===== src/include/lcd_consts.svh =====
`ifndef LCD_CONSTS_SVH
`define LCD_CONSTS_SVH

// Clock cycles in one enable period
`define LCD_CLK_DIV 24000

// Enable periods spent in the power-on wait
`define LCD_DELAY_PERIODS 10

// Characters per display row
`define LCD_ROW_LEN 16

`endif


===== src/source/lcd_bus_pkg.sv =====
`default_nettype none

package lcd_bus_pkg;

    // Pins of the HD44780 parallel bus in 8-bit mode
    typedef struct packed {
        logic       en;
        logic       rw;   // Tied low, no readback
        logic       rs;   // 0 command, 1 character
        logic [7:0] data;
    } lcd_pins_t;

    // Sequencer steps
    typedef enum logic [2:0] {
        idle,
        set_function,
        disp_off,
        disp_clear,
        entry_mode,
        disp_on,
        row_addr,     // Row selected by the sequencer's row bit
        row_char      // Column selected by the column counter
    } seq_step_t;

    // Command bytes from the HD44780 datasheet
    localparam logic [7:0] cmd_function_set = 8'h38; // 8-bit, 2 lines, 5x7
    localparam logic [7:0] cmd_disp_off     = 8'h08;
    localparam logic [7:0] cmd_disp_clear   = 8'h01;
    localparam logic [7:0] cmd_entry_mode   = 8'h06; // Increment, no shift
    localparam logic [7:0] cmd_disp_on      = 8'h0C; // Cursor off
    localparam logic [7:0] cmd_row1_addr    = 8'h80;
    localparam logic [7:0] cmd_row2_addr    = 8'hC0;

endpackage

`default_nettype wire


===== src/source/text_pkg.sv =====
`default_nettype none

`include "lcd_consts.svh"

package text_pkg;

    typedef logic [7:0] char_t; // ASCII

    // Column 0 sits in the top byte, leftmost on the display
    typedef char_t [0:`LCD_ROW_LEN-1] row_t;

    typedef struct packed {
        row_t row_1;
        row_t row_2;
    } screen_t;

    // Single character write from the host, valid is a one-cycle strobe
    typedef struct packed {
        logic                            valid;
        logic                            row;  // 0 top, 1 bottom
        logic [$clog2(`LCD_ROW_LEN)-1:0] col;
        char_t                           ch;
    } text_wr_t;

endpackage

`default_nettype wire


===== src/source/text_buffer.sv =====
`default_nettype none

`include "lcd_consts.svh"

module text_buffer (
    input  wire                clk,
    input  wire                rst,
    input  wire text_pkg::text_wr_t text_wr,
    output text_pkg::screen_t  screen
);

    localparam text_pkg::char_t blank = 8'h20;

    // Whole screen lives in flops so the sequencer can pick any cell
    always_ff @(posedge clk) begin
        if (!rst) begin
            for (int i = 0; i < `LCD_ROW_LEN; i++) begin
                screen.row_1[i] <= blank;
                screen.row_2[i] <= blank;
            end
        end else if (text_wr.valid) begin
            if (text_wr.row)
                screen.row_2[text_wr.col] <= text_wr.ch;
            else
                screen.row_1[text_wr.col] <= text_wr.ch;
        end
    end

endmodule

`default_nettype wire


===== src/source/lcd_strobe_gen.sv =====
`default_nettype none

`include "lcd_consts.svh"

module lcd_strobe_gen #(
    parameter int clk_div = `LCD_CLK_DIV
) (
    input  wire  clk,
    input  wire  rst,
    output logic en,
    output logic step
);

    localparam int delay_len = clk_div * `LCD_DELAY_PERIODS;
    localparam int delay_w   = $clog2(delay_len);
    localparam int period_w  = $clog2(clk_div);

    localparam logic [delay_w-1:0]  delay_last  = delay_w'(delay_len - 1);
    localparam logic [period_w-1:0] period_last = period_w'(clk_div - 1);
    localparam logic [period_w-1:0] period_half = period_w'((clk_div - 1) / 2);

    logic [delay_w-1:0]  delay_cnt;
    logic [period_w-1:0] period_cnt;
    logic                delay_done;

    assign delay_done = (delay_cnt == delay_last);

    // Power-on wait, counts once and parks at the last value
    always_ff @(posedge clk) begin
        if (!rst)
            delay_cnt <= '0;
        else if (!delay_done)
            delay_cnt <= delay_cnt + 1'b1;
    end

    // Enable period divider, held at zero until the wait is over
    always_ff @(posedge clk) begin
        if (!rst) begin
            period_cnt <= '0;
        end else if (delay_done) begin
            if (period_cnt == period_last)
                period_cnt <= '0;
            else
                period_cnt <= period_cnt + 1'b1;
        end else begin
            period_cnt <= '0;
        end
    end

    // High for the first half, so en also sits high during the wait
    assign en   = (period_cnt <= period_half);
    assign step = (period_cnt == period_last); // Last cycle of the period

endmodule

`default_nettype wire


===== src/source/lcd_sequencer.sv =====
`default_nettype none

`include "lcd_consts.svh"

module lcd_sequencer (
    input  wire                     clk,
    input  wire                     rst,
    input  wire                     step,
    input  wire text_pkg::screen_t  screen,
    output logic                    rs,
    output text_pkg::char_t         data
);

    localparam int col_w = $clog2(`LCD_ROW_LEN);
    localparam logic [col_w-1:0] last_col = col_w'(`LCD_ROW_LEN - 1);

    lcd_bus_pkg::seq_step_t state;
    lcd_bus_pkg::seq_step_t next_state;
    logic                   row;
    logic                   next_row;
    logic [col_w-1:0]       col;
    logic [col_w-1:0]       next_col;
    text_pkg::char_t        next_data;

    // Step, row and column that follow the current transfer
    always_comb begin
        next_state = state;
        next_row   = row;
        next_col   = col;
        case (state)
            lcd_bus_pkg::idle:         next_state = lcd_bus_pkg::set_function;
            lcd_bus_pkg::set_function: next_state = lcd_bus_pkg::disp_off;
            lcd_bus_pkg::disp_off:     next_state = lcd_bus_pkg::disp_clear;
            lcd_bus_pkg::disp_clear:   next_state = lcd_bus_pkg::entry_mode;
            lcd_bus_pkg::entry_mode:   next_state = lcd_bus_pkg::disp_on;
            lcd_bus_pkg::disp_on: begin
                next_state = lcd_bus_pkg::row_addr;
                next_row   = 1'b0;
            end
            lcd_bus_pkg::row_addr: begin
                next_state = lcd_bus_pkg::row_char;
                next_col   = '0;
            end
            lcd_bus_pkg::row_char: begin
                if (col == last_col) begin
                    // End of a row, move to the other one and never back to init
                    next_state = lcd_bus_pkg::row_addr;
                    next_row   = ~row;
                end else begin
                    next_col = col + 1'b1;
                end
            end
            default: next_state = lcd_bus_pkg::idle;
        endcase
    end

    // Byte that belongs to the next step
    always_comb begin
        case (next_state)
            lcd_bus_pkg::set_function: next_data = lcd_bus_pkg::cmd_function_set;
            lcd_bus_pkg::disp_off:     next_data = lcd_bus_pkg::cmd_disp_off;
            lcd_bus_pkg::disp_clear:   next_data = lcd_bus_pkg::cmd_disp_clear;
            lcd_bus_pkg::entry_mode:   next_data = lcd_bus_pkg::cmd_entry_mode;
            lcd_bus_pkg::disp_on:      next_data = lcd_bus_pkg::cmd_disp_on;
            lcd_bus_pkg::row_addr: begin
                if (next_row)
                    next_data = lcd_bus_pkg::cmd_row2_addr;
                else
                    next_data = lcd_bus_pkg::cmd_row1_addr;
            end
            lcd_bus_pkg::row_char: begin
                // Screen is sampled here, at the step cycle
                if (next_row)
                    next_data = screen.row_2[next_col];
                else
                    next_data = screen.row_1[next_col];
            end
            default:                   next_data = data;
        endcase
    end

    always_ff @(posedge clk) begin
        if (!rst) begin
            state <= lcd_bus_pkg::idle;
            row   <= 1'b0;
            col   <= '0;
        end else if (step) begin
            state <= next_state;
            row   <= next_row;
            col   <= next_col;
        end
    end

    // New value shows up as en rises, LCD latches it on the falling edge
    always_ff @(posedge clk) begin
        if (!rst) begin
            rs   <= 1'b0;
            data <= 8'h00;
        end else if (step) begin
            rs   <= (next_state == lcd_bus_pkg::row_char); // Characters only
            data <= next_data;
        end
    end

endmodule

`default_nettype wire


===== src/source/lcd_display_top.sv =====
`default_nettype none

`include "lcd_consts.svh"

module lcd_display_top #(
    parameter int clk_div = `LCD_CLK_DIV
) (
    input  wire                     clk,
    input  wire                     rst,
    input  wire text_pkg::text_wr_t text_wr,
    output lcd_bus_pkg::lcd_pins_t  lcd
);

    text_pkg::screen_t screen;
    text_pkg::char_t   data;
    logic              en;
    logic              step;
    logic              rs;

    text_buffer u_text_buffer (
        .clk     (clk),
        .rst     (rst),
        .text_wr (text_wr),
        .screen  (screen)
    );

    lcd_strobe_gen #(
        .clk_div (clk_div)
    ) u_lcd_strobe_gen (
        .clk  (clk),
        .rst  (rst),
        .en   (en),
        .step (step)
    );

    lcd_sequencer u_lcd_sequencer (
        .clk    (clk),
        .rst    (rst),
        .step   (step),
        .screen (screen),
        .rs     (rs),
        .data   (data)
    );

    // Write-only bus, rw stays low
    assign lcd = '{en: en, rw: 1'b0, rs: rs, data: data};

endmodule

`default_nettype wire


===== config.mk =====
export PLATFORM = sky130hd
export DESIGN_NAME = lcd_display_top
export DESIGN_NICKNAME = d
export VERILOG_FILES = /design/src/source/lcd_bus_pkg.sv /design/src/source/text_pkg.sv /design/src/source/text_buffer.sv /design/src/source/lcd_strobe_gen.sv /design/src/source/lcd_sequencer.sv /design/src/source/lcd_display_top.sv
export VERILOG_INCLUDE_DIRS = /design/src /design/src/include
export SDC_FILE = /design/constraint.sdc
export NUM_CORES = 1
export LEC_CHECK = 0
export BUFFER_PORTS_ARGS = -buffer_cell sky130_fd_sc_hd__clkbuf_2
export CORE_ASPECT_RATIO = 0.75
export CORE_UTILIZATION = 40
export CTS_BUF_LIST = sky130_fd_sc_hd__clkbuf_16
export DETAILED_ROUTE_END_ITERATION = 10
export GPL_ROUTABILITY_DRIVEN = 0
export HOLD_SLACK_MARGIN = 0.08
export PLACE_DENSITY_LB_ADDON = 0.1
export SYNTH_ARGS = -nofsm -noshare
export SYNTH_HDL_FRONTEND = slang
export SYNTH_SLANG_ARGS = --single-unit

===== constraint.sdc =====
create_clock -name clk -period 4.35 [get_ports clk]
set_clock_uncertainty 0.1 [all_clocks]
set_input_delay 0.435 -clock clk [delete_from_list [all_inputs] [get_ports clk]]
set_output_delay 0.435 -clock clk [all_outputs]
set_load 0.01 [all_outputs]

* Word level (Yosys, flattened, before mapping)
Cells that the tools add are included.
Word-level totals: register bits 306, word-level logic and storage cells 95, output and inout bits 11
Cells by class: eq/ne operators 17, reduce and logical (&&, ||, !) cells 7, bitwise logic cells 6, $lt $le $gt $ge 4, mux-type cells 19, add/subtract/negate cells 3
Operator list (count):
- $bwmux 128 | 2
- $bmux 8 s4 | 2
- $pmux 8 s7 | 1
- $mux 8 | 6
- $demux 8 s4 | 1
- $eq 3x3->1 const B | 8
- $pmux 3 s8 | 1
- $add 18x1->18 const B | 1
- $eq 18x18->1 const B | 1
- $add 15x1->15 const B | 1
- $eq 15x15->1 const B | 1
- $le 15x14->1 const B | 1
- $eq 3x2->1 const B | 4
- $ge 5x5->1 const B | 2
- $not 4->5 | 2
- $pmux 4 s2 | 1
- $mux 7 | 1
- $reduce_bool 7->1 | 1
- $eq 3x1->1 const B | 2
- $reduce_and 2->1 | 3
- $lt 5x1->1 const B | 1
- $add 4x1->4 const B | 1
- $eq 4x4->1 const B | 1
- $mux 4 | 1
- 7 further kinds | 10

* Logic depth before layout (Yosys ltp)
Gate-level depths: netlist of run 1.
word-level depth 9, mapped depth 13

* Hierarchy
From an unflattened synthesis of run 1, not the netlist that was laid out.
Second synthesis, totals: cell total of the unflattened synthesis 1662, area total of the unflattened synthesis 14711.6 um^2
By module, submodules not included:
- text_buffer | seq. area each 5124.9 um^2, cells an instance 908, area each 9531.6 um^2, times used 1
- lcd_sequencer | seq. area each 340.3 um^2, cells an instance 563, area each 3468.3 um^2, times used 1
- lcd_strobe_gen | seq. area each 660.6 um^2, cells an instance 187, area each 1685.4 um^2, times used 1
- lcd_display_top | seq. area each 0.0 um^2, cells an instance 4, area each 26.3 um^2, times used 1

* Least setup slack after synthesis of run 1
No wires, ideal clock.
path type register to register, from reg u_lcd_sequencer.col[1], to reg u_lcd_sequencer.data[5], stages on the path, launching flop included 13, data arrival time 2312 ps, setup time 115 ps, clock period less this slack 2526 ps, setup slack 1824 ps, path through dfxtp_1 ha_1 buf_2 nand3_4 mux2_4 nand2_8 buf_12 buf_4 mux2i_1 a22oi_1 a32oi_1 nand4_1 o21a_1
Between the ends: cells in the longest elaborated chain, start to end 9, elaborated cells on any way between the ends 26, those cells by class add/sub: 1; eq/ne: 8; mux: 14; bitwise: 1; reduce/logical: 2
RTL lines:
- from (decl) | RTL line lcd_sequencer.sv:21 | logic [col_w-1:0] col;
- from (signal assigned) | RTL line lcd_sequencer.sv:90 | col <= next_col;
- $add 4x1->4 or $eq 4x4->1 (tied branches) | RTL line lcd_sequencer.sv:50, lcd_sequencer.sv:45
- $mux 4 | RTL line lcd_sequencer.sv:45 | if (col == last_col) begin
- $pmux 4 s2 | RTL line lcd_sequencer.sv:30 | case (state)
- $not 4->5 (not written as such) | RTL line lcd_sequencer.sv:74, lcd_sequencer.sv:76
- $bmux 8 s4, on equally long branches | RTL line lcd_sequencer.sv:76, lcd_sequencer.sv:74
- $mux 8, on equally long branches (2 in series) | RTL line lcd_sequencer.sv:76, lcd_sequencer.sv:74
- $mux 8 | RTL line lcd_sequencer.sv:73 | if (next_row)
- $pmux 8 s7 | RTL line lcd_sequencer.sv:59 | case (next_state)
- to (signal assigned) | RTL line lcd_sequencer.sv:101 | data <= next_data;
- to (decl) | RTL line lcd_sequencer.sv:11 | output text_pkg::char_t data
Parallel ways exist; a longest one is shown, timed or not. The select of a mux whose other input is x is not followed. A chain may end at the register's enable or synchronous reset.

* Worst setup path in the final report of run 1
from reg u_lcd_sequencer.col[1], to reg u_lcd_sequencer.data[6]
The elaborated chain is that of the path after synthesis.

==> results.ini, run 1 <==
[synthesis]
synth_top_area_cell = dfxtp_1
synth_cell_type_count = 69
synth_edf_count = 0
ys.flop_type = dfxtp_1
async_flop_share_pct = 0
synth_top_area_share_pct = 41.7
ys_seq_area_share_pct = 41.7
synthTopCellsByArea = dfxtp_1 (42%), mux2i_1 (18%), nor2b_1 (8.0%), nand2_1 (6.3%), nand3_1 (3.8%)
syn_avg_cell_area_sq_um = 8.94
netlist_area_sq_mm = 0.0147
synth_cells = 1645
yosys_warnings = 0
syn-num-nets = 1664
ys_ff_latch = 306

[pwr]
p_int_uw = 4380
powerDensity_mw_per_mm2 = 357
p_switching_uw = 1360
pwr-share-clk_pct = 46.5
switching_share_pct = 23.7
p_comb_share_pct = 4.1
p_leak_uw = 0.00589
power_uw = 5730
pwr-share-seq_pct = 49.5
irDropWorstVdd_mv = 0.273

[timing]
tightest_slew_ns = 1.27
setup-violations-final = 0
setup_tns_ns = 0
clock.fmax_mhz = 273
rsz0062_at_grt = false
slew_violations = 0
finalCritPeriodShare_pct = 84.1
hold_viol = 0
slew_headroom_pct = 15.3
fin_crit_ns = 3.66

[die]
io_pins = 27
num_rows = 60
die_x_microns = 223
core_area_sq_mm = 0.0360
start_util_pct = 40.8
die_y_microns = 168
die_area_sq_mm = 0.0375

[finish]
areaGrowthSynthToFinish_pct = 9.18
final_util_pct = 44.6
insertedDiodeCount = 0
layout_commonest_cell = dfxtp_1
mostFrequentLayoutCells = dfxtp_1 (306), mux2i_1 (258), nand2_1 (247)
fin_nets = 1628
layout-drive-gt1-share_pct = 7.06

[clocking]
cts.sinks = 306
post_cts_buffers = 0
cts-buffers-inserted = 34
clk_path_buf_depth = 3
clk_pin_slew_ns = 0.06
clk_latency_ns = 0.54
htree_levels = 2
cts_resized = 0
root_buffer = clkbuf_16
hold_buffers = 0
cts_tree = built

[drt]
routedLengthMet1_mm = 23.6
avgViaCountPerCell = 5.56
wl_met3_mm = 2.89
drt-total-wl_mm = 45.4
wl_per_cell_microns = 21.7
drt-pass1-iter-count = 5
drt_iter0_drc = 1148
vias = 11700
postRouteAntennaNets = 0
route.met2.wl_mm = 17.9
drcViolationCount = 0
top_layer = met5

[critical_path]
required_ns = 4.67
cp-start-kind = flip-flop
path_class = flip-flop to flip-flop
crit_arrival_ns = 3.98
endpoint_kind = flip-flop
path_max_fanout = 11

[place]
hpwl_mm = 29.3
portBuffers = 25

[global_routing]
antenna_found_initial = 3
grt_util_all_layers_pct = 24.2
gr-total-overflow = 0
grt_max_degree = 133
grt_pass1_vias = 10900
grt_pass1_wl_mm = 69.6

[flow_run]
cap_viol_max_count = 0

[outcome]
outcome = finished, final reports clean

[worst_hold_path]
hold_class = input pin to flip-flop

-- flip-flops by register name, summed over array words and instances (netlist names) --
name / count
u_text_buffer.screen: 256
u_lcd_strobe_gen.delay_cnt: 18
u_lcd_strobe_gen.period_cnt: 15
u_lcd_sequencer.data: 8
u_lcd_sequencer.col: 4
u_lcd_sequencer.state: 3
u_lcd_sequencer.row: 1
u_lcd_sequencer.rs: 1
-- worst max-delay path, cell delays in order (launching register included) --
cell      delay [ns]
dfxtp_1         0.48
ha_1            0.39
nand3_4         0.16
mux2i_1         0.34
a21oi_4         0.08
nor2_1          0.95
a221oi_1        0.29
a22oi_1         0.45
and3_1          0.23
o21ai_0         0.08
-- final cells by class --
| cell class | count | area (sq um) |
|---|---|---|
| inverters | 9 | 33.8 |
| well taps | 465 | 582 |
| clock inverters | 23 | 136 |
| flip-flops and latches | 306 | 6130 |
| multi-input cells | 1204 | 7960 |
| clock buffers | 34 | 851 |
| fillers | 3549 | 20000 |
| repair buffers | 54 | 374 |
-- cells in the mapped netlist, types with 5 or more instances --
cell type and instances:
a221oi_1 10, buf_2 20, o21ai_0 16, nor4_1 6, nand4b_1 6, a32oi_1 8, mux2i_1 258, a22oi_1 18
nand3_1 113, or3_1 10, nor3_1 5, and2_1 14, nand4_1 8, xor2_1 13, nand2_1 247, and3_1 18
nor2b_1 189, buf_4 8, a31oi_1 17, inv_1 9, clkbuf_1 87, a211oi_1 14, a21oi_1 35, xnor2_1 14
a21o_1 5, dfxtp_1 306, nor2_1 66, a21boi_0 48
-- worst paths after layout --
check                             from                        end  slack, ns  depth (start not counted)
max             u_lcd_sequencer.col[1]    u_lcd_sequencer.data[6]       0.69                          9
min                                rst   u_text_buffer.screen[77]       0.32                          2
max reg2reg     u_lcd_sequencer.col[1]    u_lcd_sequencer.data[6]       0.69                          9
min reg2reg  u_text_buffer.screen[249]  u_text_buffer.screen[249]       0.37                          2
-- power groups by stage --
stage,clock network (uW),registers (uW),logic (uW)
6_report,2660,2840,233
3_5_place_dp,0,2900,230
4_1_cts,2730,2830,230
3_3_place_gp,0,2900,229
2_1_floorplan,0,2890,154
5_1_grt,2850,2840,248
-- layer usage --
metal	track usage [%]	vias up
li1	-	5612
met4	6.55	2
met5	0	-
met3	4.76	69
met1	37.7	5642
met2	32.9	330
-- metrics by stage --
step	hold WS, ns	worst slack [ns]	instance area (sq um)	cells
after floorplan	0.330	1.82	14700	1645
after global routing	0.352	0.523	16100	2095
after global placement	0.345	0.806	15100	2038
after CTS	0.316	0.776	16100	2095
after detailed placement	0.356	0.756	15100	2038
final	0.315	0.690	16100	2095
-- kinds of logic after synthesis --
logic type / count (synthesis) / synth area share, %
buffers and inverters: 135 / 4.40
AND/OR/NAND/NOR: 705 / 24.2
adder cells (fa/ha/maj): 3 / 0.255
AO/OA/AOI/OAI: 207 / 10.1
XOR/XNOR: 27 / 1.61
multiplexers: 261 / 17.8
other: 1 / 0.0255
flip-flops: 306 / 41.7
Power figures use the tool's default switching activity.
==> inputs of run 2 (changes only) <==
Clock period 4.35 ns to 3.4 ns, I/O delays scaled along.
==> run 2 against run 1 <==
Compared with the run above:
- total power increased by 37%
- sequential share of layout area fell by 1.1 points
- utilization increased by 1.3 points
- count of clock-buffer cells in the layout up 3
- wire length increased by 0.82%
- die area is the same
- final cell count is 1.7% higher
- critical path type unchanged
- largest power group is now the clock network
==> results.ini, run 2 (synthesized netlist as in run 1, its figures left out) <==
[critical_path]
path_class = flip-flop to flip-flop
critPathSlowestCell = a22oi_1
path_common_cell = a22oi_1
path_max_fanout = 31
max_stage_delay_ns = 0.55
crit_arrival_ns = 3.63
path_cells = ha_1 > nand3_4 > mux2_4 > nand2_8 > buf_12 > mux2i_1 > a22oi_1 > a22oi_1 > nand3_1 > o21a_1
required_ns = 3.72
cp-start-kind = flip-flop
endpoint_kind = flip-flop

[place]
hpwl_mm = 30.2
portBuffers = 25
place_area_sq_mm = 0.0153
dp_slack_ns = 0.187
dp.cells = 2070

[finish]
largest_reg_flops = 256
layout-drive-gt1-share_pct = 9.25
nFillCells = 3510
layout.cells.non_filler = 2130
insertedDiodeCount = 0
fin_nets = 1660
areaGrowthSynthToFinish_pct = 12.4
mostFrequentLayoutCells = dfxtp_1 (306), mux2i_1 (258), nand2_1 (247)
design_area_sq_mm = 0.0165
layout_commonest_cell = dfxtp_1

[die]
die_area_sq_mm = 0.0375
core_area_sq_mm = 0.0360
die_y_microns = 168
start_util_pct = 40.8
die_x_microns = 223
num_rows = 60
io_pins = 27

[timing]
slew_violations = 0
layout_setup_ws_ns = 0.0890
setup-violations-final = 0
fin_crit_ns = 3.31
rsz0062_at_grt = false
setup_tns_ns = 0
clock.fmax_mhz = 302
tightest_slew_ns = 1.12
hold_viol = 0
slew_headroom_pct = 25.2
finalCritPeriodShare_pct = 97.4

[global_routing]
grt_pass1_wl_mm = 70.7
grt_max_degree = 138
antenna_found_initial = 1
grt_util_all_layers_pct = 24.6
gr-total-overflow = 0
grt_pass1_vias = 11100

[drt]
drcViolationCount = 0
drt-total-wl_mm = 45.8
postRouteAntennaNets = 0
drt_iter0_drc = 1086
avgViaCountPerCell = 5.49
drt-pass1-iter-count = 5
vias = 11700
wl_per_cell_microns = 21.5

[clocking]
cts-buffers-inserted = 34
cts.sinks = 306
clk_pin_slew_ns = 0.06
post_cts_buffers = 0
cts_resized = 0
hold_buffers = 0
cts_tree = built
root_buffer = clkbuf_16
clk_path_buf_depth = 3
htree_levels = 2
clk_latency_ns = 0.53

[flow_run]
cap_viol_max_count = 0

[outcome]
outcome = finished, final reports clean

[pwr]
powerDensity_mw_per_mm2 = 475
p_leak_uw = 0.00615
irDropWorstVdd_mv = 0.312
power_uw = 7860

[worst_hold_path]
hold_class = input pin to flip-flop

==> run 2: cell types whose count changed in the layout (fill, tap and decap cells not counted) <==
cell / previous run / this run
buf_4: 27 / 56
bufinv_16: 1 / 6
buf_12: 2 / 5
clkbuf_16: 34 / 37
inv_1: 17 / 15
inv_6: 2 / 0
a32oi_1: 8 / 7
a32oi_2: 0 / 1
clkinv_1: 10 / 9
clkinv_8: 1 / 0
clkinvlp_4: 0 / 1
==> run 2: metrics by stage <==
stage               hold WS [ns]  util (%)
global route               0.173      45.9
CTS                        0.174      45.9
floorplan                  0.330         -
finish                     0.144      45.9
detailed placement         0.350      42.6
global placement           0.345      42.6
==> run 2: report_power, final <==
| group | internal, uW | switching, uW |
|---|---|---|
| sequential | 3610 | 16.4 |
| clock | 2410 | 1530 |
| combinational | 98.5 | 196 |
| total | 6110 | 1740 |
==> run 2: cell type report <==
type | count | area, sq um | share of cell area [%]
Clock buffer | 37 | 926 | 5.60
Clock inverter | 23 | 249 | 1.51
Inverter | 9 | 33.8 | 0.204
Multi-Input combinational cell | 1204 | 7960 | 48.2
Sequential cell | 306 | 6130 | 37.1
Tap cell | 465 | 582 | 3.52
Timing Repair Buffer | 86 | 652 | 3.94
==> run 2: worst max-delay path, delay by kind of cell, from the launching register on <==
| family | cells | cell delay [ns] |
|---|---|---|
| AO/OA/AOI/OAI | 3 | 0.90 |
| multiplexers | 2 | 0.63 |
| AND/OR/NAND/NOR | 3 | 0.59 |
| flip-flops | 1 | 0.34 |
| adder cells (fa/ha/maj) | 1 | 0.33 |
| buffers and inverters | 1 | 0.24 |
==> run 2: path summary, 6_finish.rpt <==
check | start | end | slack, ns | depth (start not counted)
worst max register to register | u_lcd_sequencer.col[1] | u_lcd_sequencer.data[2] | 0.09 | 10
worst min register to register | u_lcd_strobe_gen.period_cnt[0] | u_lcd_strobe_gen.period_cnt[0] | 0.36 | 1
worst min-delay path | rst | u_text_buffer.screen[85] | 0.14 | 2
worst max-delay path | u_lcd_sequencer.col[1] | u_lcd_sequencer.data[2] | 0.09 | 10
==> run 2: routing by layer <==
metal  track usage [%]  part of all wire (%)
met1              38.1                    51
met2              35.2                    41
met3              3.84                   6.3
met4              5.36                   1.5
met5                 0                     0
